===== src/hw/cmac_pkg.sv =====
// sizes are fixed at 8 channels, 8-bit signed elements and 4 cells; there is no precision mode
package cmac_pkg;

  // ====================
  // sizes
  // ====================

  // channels per atom
  localparam int cmac_atomc = 8;
  // bits per element
  localparam int cmac_bpe = 8;
  // mac cells in the core
  localparam int cmac_cells = 4;
  // 16-bit product plus 3 bits of growth over 8 channels
  localparam int cmac_sum_w = 19;

  // ====================
  // vector types
  // ====================

  // one signed element
  typedef logic signed [cmac_bpe-1:0] cmac_elem_t;
  // one bit per channel, 1 = channel holds a nonzero value
  typedef logic [cmac_atomc-1:0] cmac_mask_t;
  // one bit per mac cell
  typedef logic [cmac_cells-1:0] cmac_sel_t;
  // signed dot product of one atom
  typedef logic signed [cmac_sum_w-1:0] cmac_sum_t;

  // ====================
  // bundles
  // ====================

  // channel 0 sits in the low byte
  typedef struct packed {
    cmac_elem_t [cmac_atomc-1:0] ch;
  } cmac_atom_t;

  // data atom from the sequencer
  typedef struct packed {
    cmac_atom_t data;
    cmac_mask_t mask;
    logic       pvld;
    logic       stripe_st;
    logic       stripe_end;
  } cmac_dat_in_t;

  // weight atom, written to every cell whose sel bit is set
  typedef struct packed {
    cmac_atom_t data;
    cmac_mask_t mask;
    logic       pvld;
    cmac_sel_t  sel;
  } cmac_wt_in_t;

  // operands handed to one mac cell
  // pvld already includes the cell's active weight valid
  typedef struct packed {
    cmac_atom_t dat_data;
    cmac_mask_t dat_nz;
    cmac_atom_t wt_data;
    cmac_mask_t wt_nz;
    logic       pvld;
    logic       stripe_end;
  } cmac_actv_t;

  // registered output of one mac cell
  typedef struct packed {
    cmac_sum_t sum;
    logic      pvld;
    logic      stripe_end;
  } cmac_result_t;

endpackage


===== src/hw/cmac_mac_cell.sv =====
// full-precision 8-bit signed only; sum holds its last value while pvld is low
`timescale 1ns/100ps

module cmac_mac_cell (
  input  logic                   nvdla_core_clk,
  input  logic                   reset,
  input  cmac_pkg::cmac_actv_t   actv,
  output cmac_pkg::cmac_result_t result
);

  // raw signed products, one per channel
  logic signed [2*cmac_pkg::cmac_bpe-1:0] prod [cmac_pkg::cmac_atomc];
  // products with unused channels forced to zero
  logic signed [2*cmac_pkg::cmac_bpe-1:0] prod_m [cmac_pkg::cmac_atomc];
  // channel takes part only when both sides are nonzero
  cmac_pkg::cmac_mask_t                   ch_en;
  cmac_pkg::cmac_sum_t                    sum_w;

  // result registers
  cmac_pkg::cmac_sum_t                    sum_q;
  logic                                   pvld_q;
  logic                                   stripe_end_q;

  assign ch_en = actv.dat_nz & actv.wt_nz;

  // ====================
  // multiply
  // ====================

  always_comb begin
    for (int k = 0; k < cmac_pkg::cmac_atomc; k++) begin
      // both operands sign extend to the 16-bit product width
      prod[k] = $signed(actv.dat_data.ch[k]) * $signed(actv.wt_data.ch[k]);
    end
  end

  // stale data bytes behind a clear mask bit must not leak in
  always_comb begin
    for (int k = 0; k < cmac_pkg::cmac_atomc; k++) begin
      prod_m[k] = ch_en[k] ? prod[k] : '0;
    end
  end

  // ====================
  // sum
  // ====================

  // 8 x 16-bit into 19 bits, no overflow possible
  always_comb begin
    sum_w = '0;
    for (int k = 0; k < cmac_pkg::cmac_atomc; k++) begin
      sum_w = sum_w + cmac_pkg::cmac_sum_t'(prod_m[k]);
    end
  end

  // ====================
  // result stage
  // ====================

  always_ff @(posedge nvdla_core_clk) begin
    if (reset) begin
      pvld_q       <= 1'b0;
      stripe_end_q <= 1'b0;
    end else begin
      pvld_q       <= actv.pvld;
      // flag only rides on a valid result
      stripe_end_q <= actv.stripe_end & actv.pvld;
    end
  end

  // sum only moves on a valid atom
  always_ff @(posedge nvdla_core_clk) begin
    if (actv.pvld) begin
      sum_q <= sum_w;
    end
  end

  assign result = '{
    sum:        sum_q,
    pvld:       pvld_q,
    stripe_end: stripe_end_q
  };

endmodule


===== config.mk =====
export PLATFORM = sky130hd
export DESIGN_NAME = cmac_mac_cell
export DESIGN_NICKNAME = d
export VERILOG_FILES = /design/src/hw/cmac_pkg.sv /design/src/hw/cmac_mac_cell.sv
export SDC_FILE = /design/constraint.sdc
export NUM_CORES = 2
export LEC_CHECK = 0
export BUFFER_PORTS_ARGS = -buffer_cell sky130_fd_sc_hd__buf_2
export CORE_MARGIN = 10
export CORE_UTILIZATION = 59
export DETAILED_ROUTE_END_ITERATION = 8
export PLACE_DENSITY = 0.92
export SLEW_MARGIN = 20
export SYNTH_ARGS = -nofsm -noshare
export SYNTH_HDL_FRONTEND = slang
export SYNTH_SLANG_ARGS = --single-unit

===== constraint.sdc =====
create_clock -name nvdla_core_clk -period 7.1 [get_ports nvdla_core_clk]
set_clock_uncertainty 0.2 [all_clocks]
set_input_delay 0.355 -clock nvdla_core_clk [delete_from_list [all_inputs] [get_ports nvdla_core_clk]]
set_output_delay 0.355 -clock nvdla_core_clk [all_outputs]
set_load 0.05 [all_outputs]

==> flow_metrics.py <==
metrics = {
    "synth": {
        "synth_top_area_frac": 0.444,
        "syn_avg_cell_area_sq_um": 8.89,
        "ys_types": 56,
        "synth_edf_count": 19,
        "ys_ff_latch": 21,
        "synthTopCellsByArea": "fa_1 44%, ha_1 13%, inv_1 12%, and2_1 8.1%, nand2_1 3.2%",
        "syn_inst": 2732,
        "seq_area_frac_synth": 0.0251,
        "synthArstFlopShare": 0,
        "yosys.area.top_type": "fa_1",
        "syn_area_sq_um": 24300,
        "synth.net_count": 3670,
        "ys.warnings.count": 0,
        "synth_flop_cell": "edfxtp_1",
    },
    "die": {
        "core_area_sq_um": 40700,
        "rows": 74,
        "die_h_um": 223,
        "pin_count": 169,
        "die_area_sq_um": 49700,
        "start_util": 0.596,
        "fp.dieW_um": 223,
    },
    "clock_tree": {
        "cts_hold_buf": 0,
        "numCtsBuffers": 3,
        "cts_tree": "yes",
        "cts_sinks": 21,
        "cts-root-buf": "clkbuf_16",
        "clk_pin_slew_ps": 60,
        "htree_levels": 1,
        "clockBufferDepth": 2,
    },
    "grt": {
        "grt_busiest_layer": "met2",
        "use_met2": 0.505,
        "grt_pass1_vias": 23700,
        "use_met3": 0.0363,
        "antenna_found_initial": 8,
        "grt_overflow": 0,
        "grtUsageTotal": 0.279,
        "grt_start_max_net_pins": 21,
        "grt_pass1_wl_um": 115000,
        "grt_util_met1": 0.319,
    },
    "sta": {
        "final-setup-viol-count": 11,
        "fmax_mhz": 126,
        "min_period_over_period": 1.12,
        "slew_violations": 0,
        "finalHoldViolations": 0,
        "min_period_ps": 7970,
        "worst_pin_slew_ps": 583,
        "setup_ws_ps": -866,
        "rsz0062_at_grt": "true",
        "relSlewSlack": 0.609,
        "whs_ps": 44.6,
    },
    "route": {
        "routedWlPerCell_um": 20.6,
        "firstDrtPassIters": 9,
        "drt-total-wl_um": 79500,
        "drt_iter0_markers": 2007,
        "antenna_left": 0,
        "drc": 2,
        "dr_total_vias": 22200,
        "viasPerCell": 5.76,
    },
    "worst_setup_path": {
        "cp_max_fo": 7,
        "required_ps": 6910,
        "end_kind": "register",
        "cp.arrival_ps": 7780,
        "worstSetupPathType": "input port to register",
        "crit_path_start_kind": "input port",
    },
    "placed_design": {
        "port_buffers": 168,
        "gp_congestion": 0.937,
        "dpl.hpwl_um": 59100,
        "dp_slack_ps": -924,
    },
    "outcome": {
        "outcome": "finished, violations left",
        "violations": "DRC, setup timing",
    },
    "hold_path": {
        "min_from": "reset",
        "min_path_type": "input port to register",
        "hold_depth": 2,
        "whs_endpoint": "pvld_q",
    },
    "final_layout": {
        "area_growth_pct": 26.2,
        "drive_above_1_share": 0.269,
        "num-nets-final": 4251,
    },
    "job": {
        "cap_violations": 0,
    },
}
[kinds of logic after synthesis]
family	synth area share
AND/OR/NAND/NOR	0.171
adder cells (fa/ha/maj)	0.574
buffers and inverters	0.118
AO/OA/AOI/OAI	0.0668
XOR/XNOR	0.0422
flip-flops	0.0251
multiplexers	0.00356
[per-layer routing]
metal  part of all wire  routed length, um
met5            0.00028                 22
met4              0.078               6240
met3              0.086               6860
met2               0.50              39700
met1               0.34              26700
[critical path, stage by stage]
cell and delay [ps]:
buf_2 160, and2_1 200, fa_1 580, fa_1 470, fa_1 590, inv_1 60, fa_1 510, inv_1 100
ha_4 230, or2_4 280, nand2_1 110, a21oi_2 60, buf_4 150, o21ai_0 290, xor2_1 230, nor2_1 100
fa_1 540, fa_1 600, fa_1 460, fa_1 510, ha_2 310, nand4_1 170, nor2_1 70, o21ai_1 230
o311ai_2 150, a21oi_2 180, xnor2_1 90
[synthesized netlist by cell type (all sizes together), types with 2 or more instances]
cell	n
nand3b	3
a211o	3
fa	539
a21boi	6
a21o	31
a211oi	29
o21ai	53
dfxtp	2
nand4b	3
a31o	3
o31ai	12
nor2	113
buf	2
clkbuf	12
nand2b	39
o221ai	2
nor3	23
xnor2	81
mux2	5
nand2	209
nor2b	30
o2111ai	3
ha	251
o211ai	4
or4	2
mux2i	3
nand3	20
nand4	4
and2	315
o21bai	5
nor3b	2
a31oi	4
and3	14
a311oi	3
inv	746
nor4	10
o21a	30
edfxtp	19
o211a	2
a21oi	43
or3	8
a2111oi	2
xor2	36
[state kept, by name, indices dropped and copies added (netlist names)]
name and flops:
sum_q 19, pvld_q 1, stripe_end_q 1
[placed cells by master, fill, tap and decap left out, types with 30 or more instances in the layout]
master,instances
inv_1,700
fa_1,508
buf_4,411
and2_1,289
ha_1,204
nand2_1,202
buf_2,132
nor2_1,90
xnor2_1,79
inv_2,44
nand2b_1,39
ha_4,37
xor2_1,34
buf_6,34
a21o_1,31
fa_2,31
o21a_1,30
[metrics by stage]
step           area [sq um]   util  std cells  TNS, ps
4_1_cts               29700  0.730       3831    -2770
6_report              30600  0.752       3850    -6110
3_3_place_gp          29000  0.712       3822    -6010
5_1_grt               30600  0.752       3850    -8020
3_5_place_dp          29000  0.712       3822    -7590
2_1_floorplan         24500      -       2732     -778
[how the worst max path moves through the flow]
stage	from	to	slack, ps
final	actv[110]	sum_q[18]	-870
after detailed placement	actv[67]	sum_q[18]	-920
after floorplan	actv[129]	sum_q[18]	-280
after global routing	actv[110]	sum_q[16]	-1090
after CTS	actv[111]	sum_q[18]	-530
after global placement	actv[45]	sum_q[18]	-720
[timing repair]
item | in CTS | in global routing
resized for setup | 171 | 197
setup buffers | 7 | 15
pin swaps | 87 | 81
endpoints found under the setup margin | 11 | 11
hold endpoints to repair | 0 | 0
[cell type report]
type,count,area (sq um)
Multi-Input combinational cell,1951,22200
Antenna cell,6,15.0
Clock inverter,1,7.51
Tap cell,532,666
Fill cell,2398,10100
Timing Repair Buffer,590,4300
Inverter,746,2810
Clock buffer,3,75.1
Sequential cell,21,611
Power is not shown: default switching activity piles up to over one toggle a cycle in this logic, so the estimate is an artifact.
