==> src/hw/cmac_pkg.sv <==
// sizes are fixed at 8 channels, 8-bit signed elements and 4 cells; there is no precision mode
package cmac_pkg;

  // ====================
  // sizes
  // ====================

  // channels per atom
  localparam int cmac_atomc = 8;
  // bits per element
  localparam int cmac_bpe = 8;
  // mac cells in the core
  localparam int cmac_cells = 4;
  // 16-bit product plus 3 bits of growth over 8 channels
  localparam int cmac_sum_w = 19;

  // ====================
  // vector types
  // ====================

  // one signed element
  typedef logic signed [cmac_bpe-1:0] cmac_elem_t;
  // one bit per channel, 1 = channel holds a nonzero value
  typedef logic [cmac_atomc-1:0] cmac_mask_t;
  // one bit per mac cell
  typedef logic [cmac_cells-1:0] cmac_sel_t;
  // signed dot product of one atom
  typedef logic signed [cmac_sum_w-1:0] cmac_sum_t;

  // ====================
  // bundles
  // ====================

  // channel 0 sits in the low byte
  typedef struct packed {
    cmac_elem_t [cmac_atomc-1:0] ch;
  } cmac_atom_t;

  // data atom from the sequencer
  typedef struct packed {
    cmac_atom_t data;
    cmac_mask_t mask;
    logic       pvld;
    logic       stripe_st;
    logic       stripe_end;
  } cmac_dat_in_t;

  // weight atom, written to every cell whose sel bit is set
  typedef struct packed {
    cmac_atom_t data;
    cmac_mask_t mask;
    logic       pvld;
    cmac_sel_t  sel;
  } cmac_wt_in_t;

  // operands handed to one mac cell
  // pvld already includes the cell's active weight valid
  typedef struct packed {
    cmac_atom_t dat_data;
    cmac_mask_t dat_nz;
    cmac_atom_t wt_data;
    cmac_mask_t wt_nz;
    logic       pvld;
    logic       stripe_end;
  } cmac_actv_t;

  // registered output of one mac cell
  typedef struct packed {
    cmac_sum_t sum;
    logic      pvld;
    logic      stripe_end;
  } cmac_result_t;

endpackage

==> src/hw/cmac_active.sv <==
// no back-pressure; a weight must be sampled at least one cycle before the stripe_st atom of its stripe
`timescale 1ns/100ps

module cmac_active (
  input  logic                   nvdla_core_clk,
  input  logic                   reset,
  input  cmac_pkg::cmac_dat_in_t dat_in,
  input  cmac_pkg::cmac_wt_in_t  wt_in,
  output cmac_pkg::cmac_actv_t   actv [cmac_pkg::cmac_cells]
);

  // weight pre stage
  cmac_pkg::cmac_atom_t wt_pre_data;
  cmac_pkg::cmac_mask_t wt_pre_nz;
  cmac_pkg::cmac_sel_t  wt_pre_sel;

  // data pre stage
  cmac_pkg::cmac_atom_t dat_pre_data;
  cmac_pkg::cmac_mask_t dat_pre_nz;
  logic                 dat_pre_pvld;
  logic                 dat_pre_stripe_st;
  logic                 dat_pre_stripe_end;

  // stripe end one stage later, shared by all cells
  logic                 dat_actv_stripe_end;

  // ====================
  // weight input pipe
  // ====================

  // sel is qualified by pvld so an idle cycle never touches a shadow
  always_ff @(posedge nvdla_core_clk) begin
    if (reset) begin
      wt_pre_nz  <= '0;
      wt_pre_sel <= '0;
    end else begin
      if (wt_in.pvld) begin
        wt_pre_nz <= wt_in.mask;
      end
      wt_pre_sel <= wt_in.sel & {cmac_pkg::cmac_cells{wt_in.pvld}};
    end
  end

  // only bytes with a set mask bit are loaded
  always_ff @(posedge nvdla_core_clk) begin
    for (int k = 0; k < cmac_pkg::cmac_atomc; k++) begin
      if (wt_in.pvld && wt_in.mask[k]) begin
        wt_pre_data.ch[k] <= wt_in.data.ch[k];
      end
    end
  end

  // ====================
  // data input pipe
  // ====================

  always_ff @(posedge nvdla_core_clk) begin
    if (reset) begin
      dat_pre_pvld        <= 1'b0;
      dat_pre_nz          <= '0;
      dat_pre_stripe_st   <= 1'b0;
      dat_pre_stripe_end  <= 1'b0;
      dat_actv_stripe_end <= 1'b0;
    end else begin
      dat_pre_pvld <= dat_in.pvld;
      if (dat_in.pvld) begin
        dat_pre_nz <= dat_in.mask;
      end
      // stripe flags only count on a valid atom
      dat_pre_stripe_st   <= dat_in.stripe_st & dat_in.pvld;
      dat_pre_stripe_end  <= dat_in.stripe_end & dat_in.pvld;
      dat_actv_stripe_end <= dat_pre_stripe_end;
    end
  end

  // zero channels keep whatever byte was there before
  always_ff @(posedge nvdla_core_clk) begin
    for (int k = 0; k < cmac_pkg::cmac_atomc; k++) begin
      if (dat_in.pvld && dat_in.mask[k]) begin
        dat_pre_data.ch[k] <= dat_in.data.ch[k];
      end
    end
  end

  // ====================
  // per-cell registers
  // ====================

  for (genvar i = 0; i < cmac_pkg::cmac_cells; i++) begin : g_cell
    // shadow set, filled from the weight pre stage
    cmac_pkg::cmac_atom_t wt_sd_data;
    cmac_pkg::cmac_mask_t wt_sd_nz;
    logic                 wt_sd_pvld;
    logic                 wt_sd_pvld_w;
    // active set, used by the current stripe
    cmac_pkg::cmac_atom_t wt_actv_data;
    cmac_pkg::cmac_mask_t wt_actv_nz;
    logic                 wt_actv_vld;
    logic                 wt_actv_vld_w;
    logic                 wt_actv_load;
    // second data stage, one copy per cell
    cmac_pkg::cmac_atom_t dat_actv_data;
    cmac_pkg::cmac_mask_t dat_actv_nz;
    logic                 dat_actv_pvld;

    // a new weight wins over the stripe start clear
    assign wt_sd_pvld_w = wt_pre_sel[i] ? 1'b1 :
                          dat_pre_stripe_st ? 1'b0 : wt_sd_pvld;

    // stripe start takes the shadow valid, the cycle after stripe end drops it
    assign wt_actv_vld_w = dat_pre_stripe_st ? wt_sd_pvld :
                           dat_actv_stripe_end ? 1'b0 : wt_actv_vld;

    // pop shadow into active only when the shadow holds a weight
    assign wt_actv_load = dat_pre_stripe_st & wt_sd_pvld;

    always_ff @(posedge nvdla_core_clk) begin
      if (reset) begin
        wt_sd_pvld    <= 1'b0;
        wt_sd_nz      <= '0;
        wt_actv_vld   <= 1'b0;
        wt_actv_nz    <= '0;
        dat_actv_pvld <= 1'b0;
        dat_actv_nz   <= '0;
      end else begin
        wt_sd_pvld  <= wt_sd_pvld_w;
        wt_actv_vld <= wt_actv_vld_w;
        if (wt_pre_sel[i]) begin
          wt_sd_nz <= wt_pre_nz;
        end
        if (wt_actv_load) begin
          wt_actv_nz <= wt_sd_nz;
        end
        dat_actv_pvld <= dat_pre_pvld;
        if (dat_pre_pvld) begin
          dat_actv_nz <= dat_pre_nz;
        end
      end
    end

    // payload bytes, byte enables follow the nz masks
    always_ff @(posedge nvdla_core_clk) begin
      for (int k = 0; k < cmac_pkg::cmac_atomc; k++) begin
        if (wt_pre_sel[i] && wt_pre_nz[k]) begin
          wt_sd_data.ch[k] <= wt_pre_data.ch[k];
        end
        // masked weight bytes are forced to zero on the way to active
        if (wt_actv_load) begin
          wt_actv_data.ch[k] <= wt_sd_nz[k] ? wt_sd_data.ch[k] : '0;
        end
        if (dat_pre_pvld && dat_pre_nz[k]) begin
          dat_actv_data.ch[k] <= dat_pre_data.ch[k];
        end
      end
    end

    assign actv[i] = '{
      dat_data:   dat_actv_data,
      dat_nz:     dat_actv_nz,
      wt_data:    wt_actv_data,
      wt_nz:      wt_actv_nz,
      pvld:       dat_actv_pvld & wt_actv_vld,
      stripe_end: dat_actv_stripe_end
    };
  end

endmodule

==> config.mk <==
export PLATFORM = sky130hd
export DESIGN_NAME = cmac_active
export DESIGN_NICKNAME = d
export VERILOG_FILES = /design/src/hw/cmac_pkg.sv /design/src/hw/cmac_active.sv
export SDC_FILE = /design/constraint.sdc
export NUM_CORES = 1
export LEC_CHECK = 0
export ABC_AREA = 1
export BUFFER_PORTS_ARGS = -buffer_cell sky130_fd_sc_hd__buf_4
export CAP_MARGIN = 20
export CORE_AREA = 2 2 284 286
export CTS_CLUSTER_DIAMETER = 150
export DETAILED_ROUTE_END_ITERATION = 8
export DIE_AREA = 0 0 286 288
export HOLD_SLACK_MARGIN = 0.1
export SLEW_MARGIN = 0
export SYNTH_ARGS = -nofsm -noshare
export SYNTH_HDL_FRONTEND = slang
export SYNTH_SLANG_ARGS = --single-unit
==> constraint.sdc <==
create_clock -name nvdla_core_clk -period 5.5 [get_ports nvdla_core_clk]
set_input_delay 1.1 -clock nvdla_core_clk [delete_from_list [all_inputs] [get_ports nvdla_core_clk]]
set_output_delay 1.1 -clock nvdla_core_clk [all_outputs]
set_load 0.005 [all_outputs]
==> flow_summary.json <==
{
  "end_kind": "primary output",
  "synth_area_leaders": "edfxtp_1 (74%), dfxtp_1 (7.4%), buf_4 (5.8%), nand2_1 (5.1%), inv_1 (4.2%)",
  "period_share_pct": 47.5,
  "antenna_left": 0,
  "grt_use_met1_pct": 20.7,
  "dieWidth_um": 286,
  "worstPathRequired_ns": 4.40,
  "cts.sinks": 809,
  "synth_top_area_share_pct": 74.0,
  "ios": 738,
  "drc": 0,
  "placed_cells": 3500,
  "syn_inst": 1969,
  "coreArea_um2": 79600,
  "wl_per_cell_um": 23.0,
  "cts_resized": 0,
  "cts_max_level": 3,
  "cts.path.max_buffers": 3,
  "postCtsSetupBuffers": 0,
  "io_buffers": 737,
  "ctsHoldBuffers": 0,
  "grt_pass1_wl_um": 114000,
  "dieArea_um2": 82400,
  "crit_slowest_cell": "edfxtp_1",
  "rsz0062_at_grt": "no",
  "maxSlewHeadroom_pct": 37.3,
  "p_leak_nw": 15.6,
  "cp.arrival_ns": 1.51,
  "layout_commonest_cell": "buf_4",
  "worstSetupStartpointType": "flop",
  "p_per_area_nw_per_um2": 354,
  "fin_setup_tns_ns": 0,
  "synth-seq-cells": 809,
  "final-max-slew-violation-count": 0,
  "numCtsBuffers": 83,
  "layout.cells.non_filler": 3657,
  "crit_path_end": "actv[90]",
  "ys_types": 13,
  "fmax_mhz": 383,
  "fp-row-count": 104,
  "synth_area_leader_cell": "edfxtp_1",
  "yosysSeqAreaShare_pct": 81.4,
  "cts_root_buf": "clkbuf_16",
  "nNetsFinal": 2679,
  "worst_slew_pin_slew_ns": 0.941,
  "syn_area_um2": 28600,
  "r2r_end": "actv[341]",
  "grt_usage_pct": 19.7,
  "clk_latency_ns": 0.63,
  "grt_max_degree": 75,
  "grt-busiest-layer": "met2",
  "fill_cells": 7048,
  "reg2reg_slack_ns": 3.01,
  "initial_core_util_pct": 35.9,
  "crit_family": "flip-flops",
  "synthesis.nets": 2123,
  "clock_skew_ns": 0.0260,
  "ff2ff_path_depth": 3,
  "hold_class": "reg2reg",
  "rr_startpoint": "dat_pre_stripe_st",
  "layout_common_cells": "buf_4 (741), edfxtp_1 (704), nand2_1 (390)",
  "finalPower_mw": 12.9,
  "viasPerCell": 4.42,
  "path_cells": "buf_4",
  "drive_above_1_share_pct": 33.7,
  "crit_type": "reg2out",
  "drt_wl_total_um": 84200,
  "vias": 16200,
  "min-delay-start": "dat_pre_data[59]",
  "cp_num_buf_inv": 1,
  "status": "completed",
  "crit_start": "actv[236]",
  "syn_to_final_growth_pct": 27.4,
  "tritoncts": "done",
  "drtIter0Drc": 1089,
  "finalHoldViolCount": 0,
  "grt.met2_usage_pct": 37.1,
  "gp_congestion": 0.821,
  "fin_crit_ns": 2.61,
  "final-setup-viol-count": 0,
  "clkSlewWorstSetupHoldPaths_ns": 0.06,
  "ys.warnings.count": 0,
  "grt_remaining_overflow": 0,
  "antenna_found_initial": 12,
  "cpPeakStageDelay_ns": 0.69,
  "cp.depth": 1,
  "firstDrtPassIters": 7,
  "hpwl_um": 63500,
  "cp_max_fo": 4,
  "syn_avg_cell_area_um2": 14.5,
  "max-vdd-ir-drop_mv": 0.293,
  "use_met3_pct": 5.43,
  "grt_pass1_vias": 16100,
  "dieHeight_um": 288,
  "max-cap-violations": 0
}
-- registers in the layout, indices dropped and copies added (netlist names) --
signal,flops
g_cell.wt_sd_pvld,4
dat_actv_stripe_end,1
g_cell.wt_sd_data,256
dat_pre_stripe_end,1
g_cell.wt_actv_nz,32
wt_pre_nz,8
g_cell.wt_sd_nz,32
g_cell.dat_actv_nz,8
dat_pre_pvld,1
dat_pre_data,64
actv,320
dat_pre_stripe_st,1
g_cell.dat_actv_pvld,1
wt_pre_data,64
dat_pre_nz,8
g_cell.wt_actv_vld,4
wt_pre_sel,4
-- cell usage after synthesis (all sizes together) --
master and count:
o21ai 32, nor2 74, dfxtp 105, clkinv 6, nand2 390, inv 324, a21oi 64, buf 233
edfxtp 704, clkbuf 37
-- final cells by class --
type	count	area, um2	share of cell area, %
flip-flops and latches	809	23200	63.9
clock inverters	55	587	1.61
clock buffers	97	2190	6.02
well taps	1060	1330	3.64
inverters	330	1250	3.42
diodes	5	12.5	0.0344
multi-input cells	560	2220	6.11
repair buffers	741	5560	15.3
-- cells by family after synthesis --
| group | share of synthesized area, % |
|---|---|
| AOI/OAI and AO/OA | 1.68 |
| buffers and inverters | 10.8 |
| DFF | 81.4 |
| and+or+nand+nor | 6.10 |
-- metal layers --
layer	share of wire, %	vias to the layer above
li1	-	7356
met1	34	8012
met2	55	682
met3	8.1	126
met4	3.1	4
met5	0.031	-
-- stage by stage --
stage	area, um2	util (%)	setup slack, ns	hold slack (ns)
after floorplan	28600	-	3.66	0.388
after global placement	33600	42.2	2.55	0.397
after detailed placement	33600	42.2	2.49	0.405
after CTS	36400	45.7	2.84	0.407
after global routing	36400	45.7	2.84	0.416
final	36400	45.7	2.89	0.402
-- worst min path at each step --
stage / cells past startpoint / to / slack, ns
3_5_place_dp: 0 / actv[235] / 0.40
6_report: 0 / actv[287] / 0.40
5_1_grt: 0 / actv[290] / 0.42
4_1_cts: 0 / actv[287] / 0.41
3_3_place_gp: 2 / dat_actv_stripe_end / 0.40
2_1_floorplan: 2 / dat_actv_stripe_end / 0.39
-- where the power goes --
group	total (mW)	switching (mW)	leakage, nW	internal [mW]
logic	0.293	0.151	7.19	0.143
clock network	5.69	2.35	1.35	3.34
registers	6.91	0.118	7.05	6.79
No activity file was read; power rests on OpenSTA's default activity.
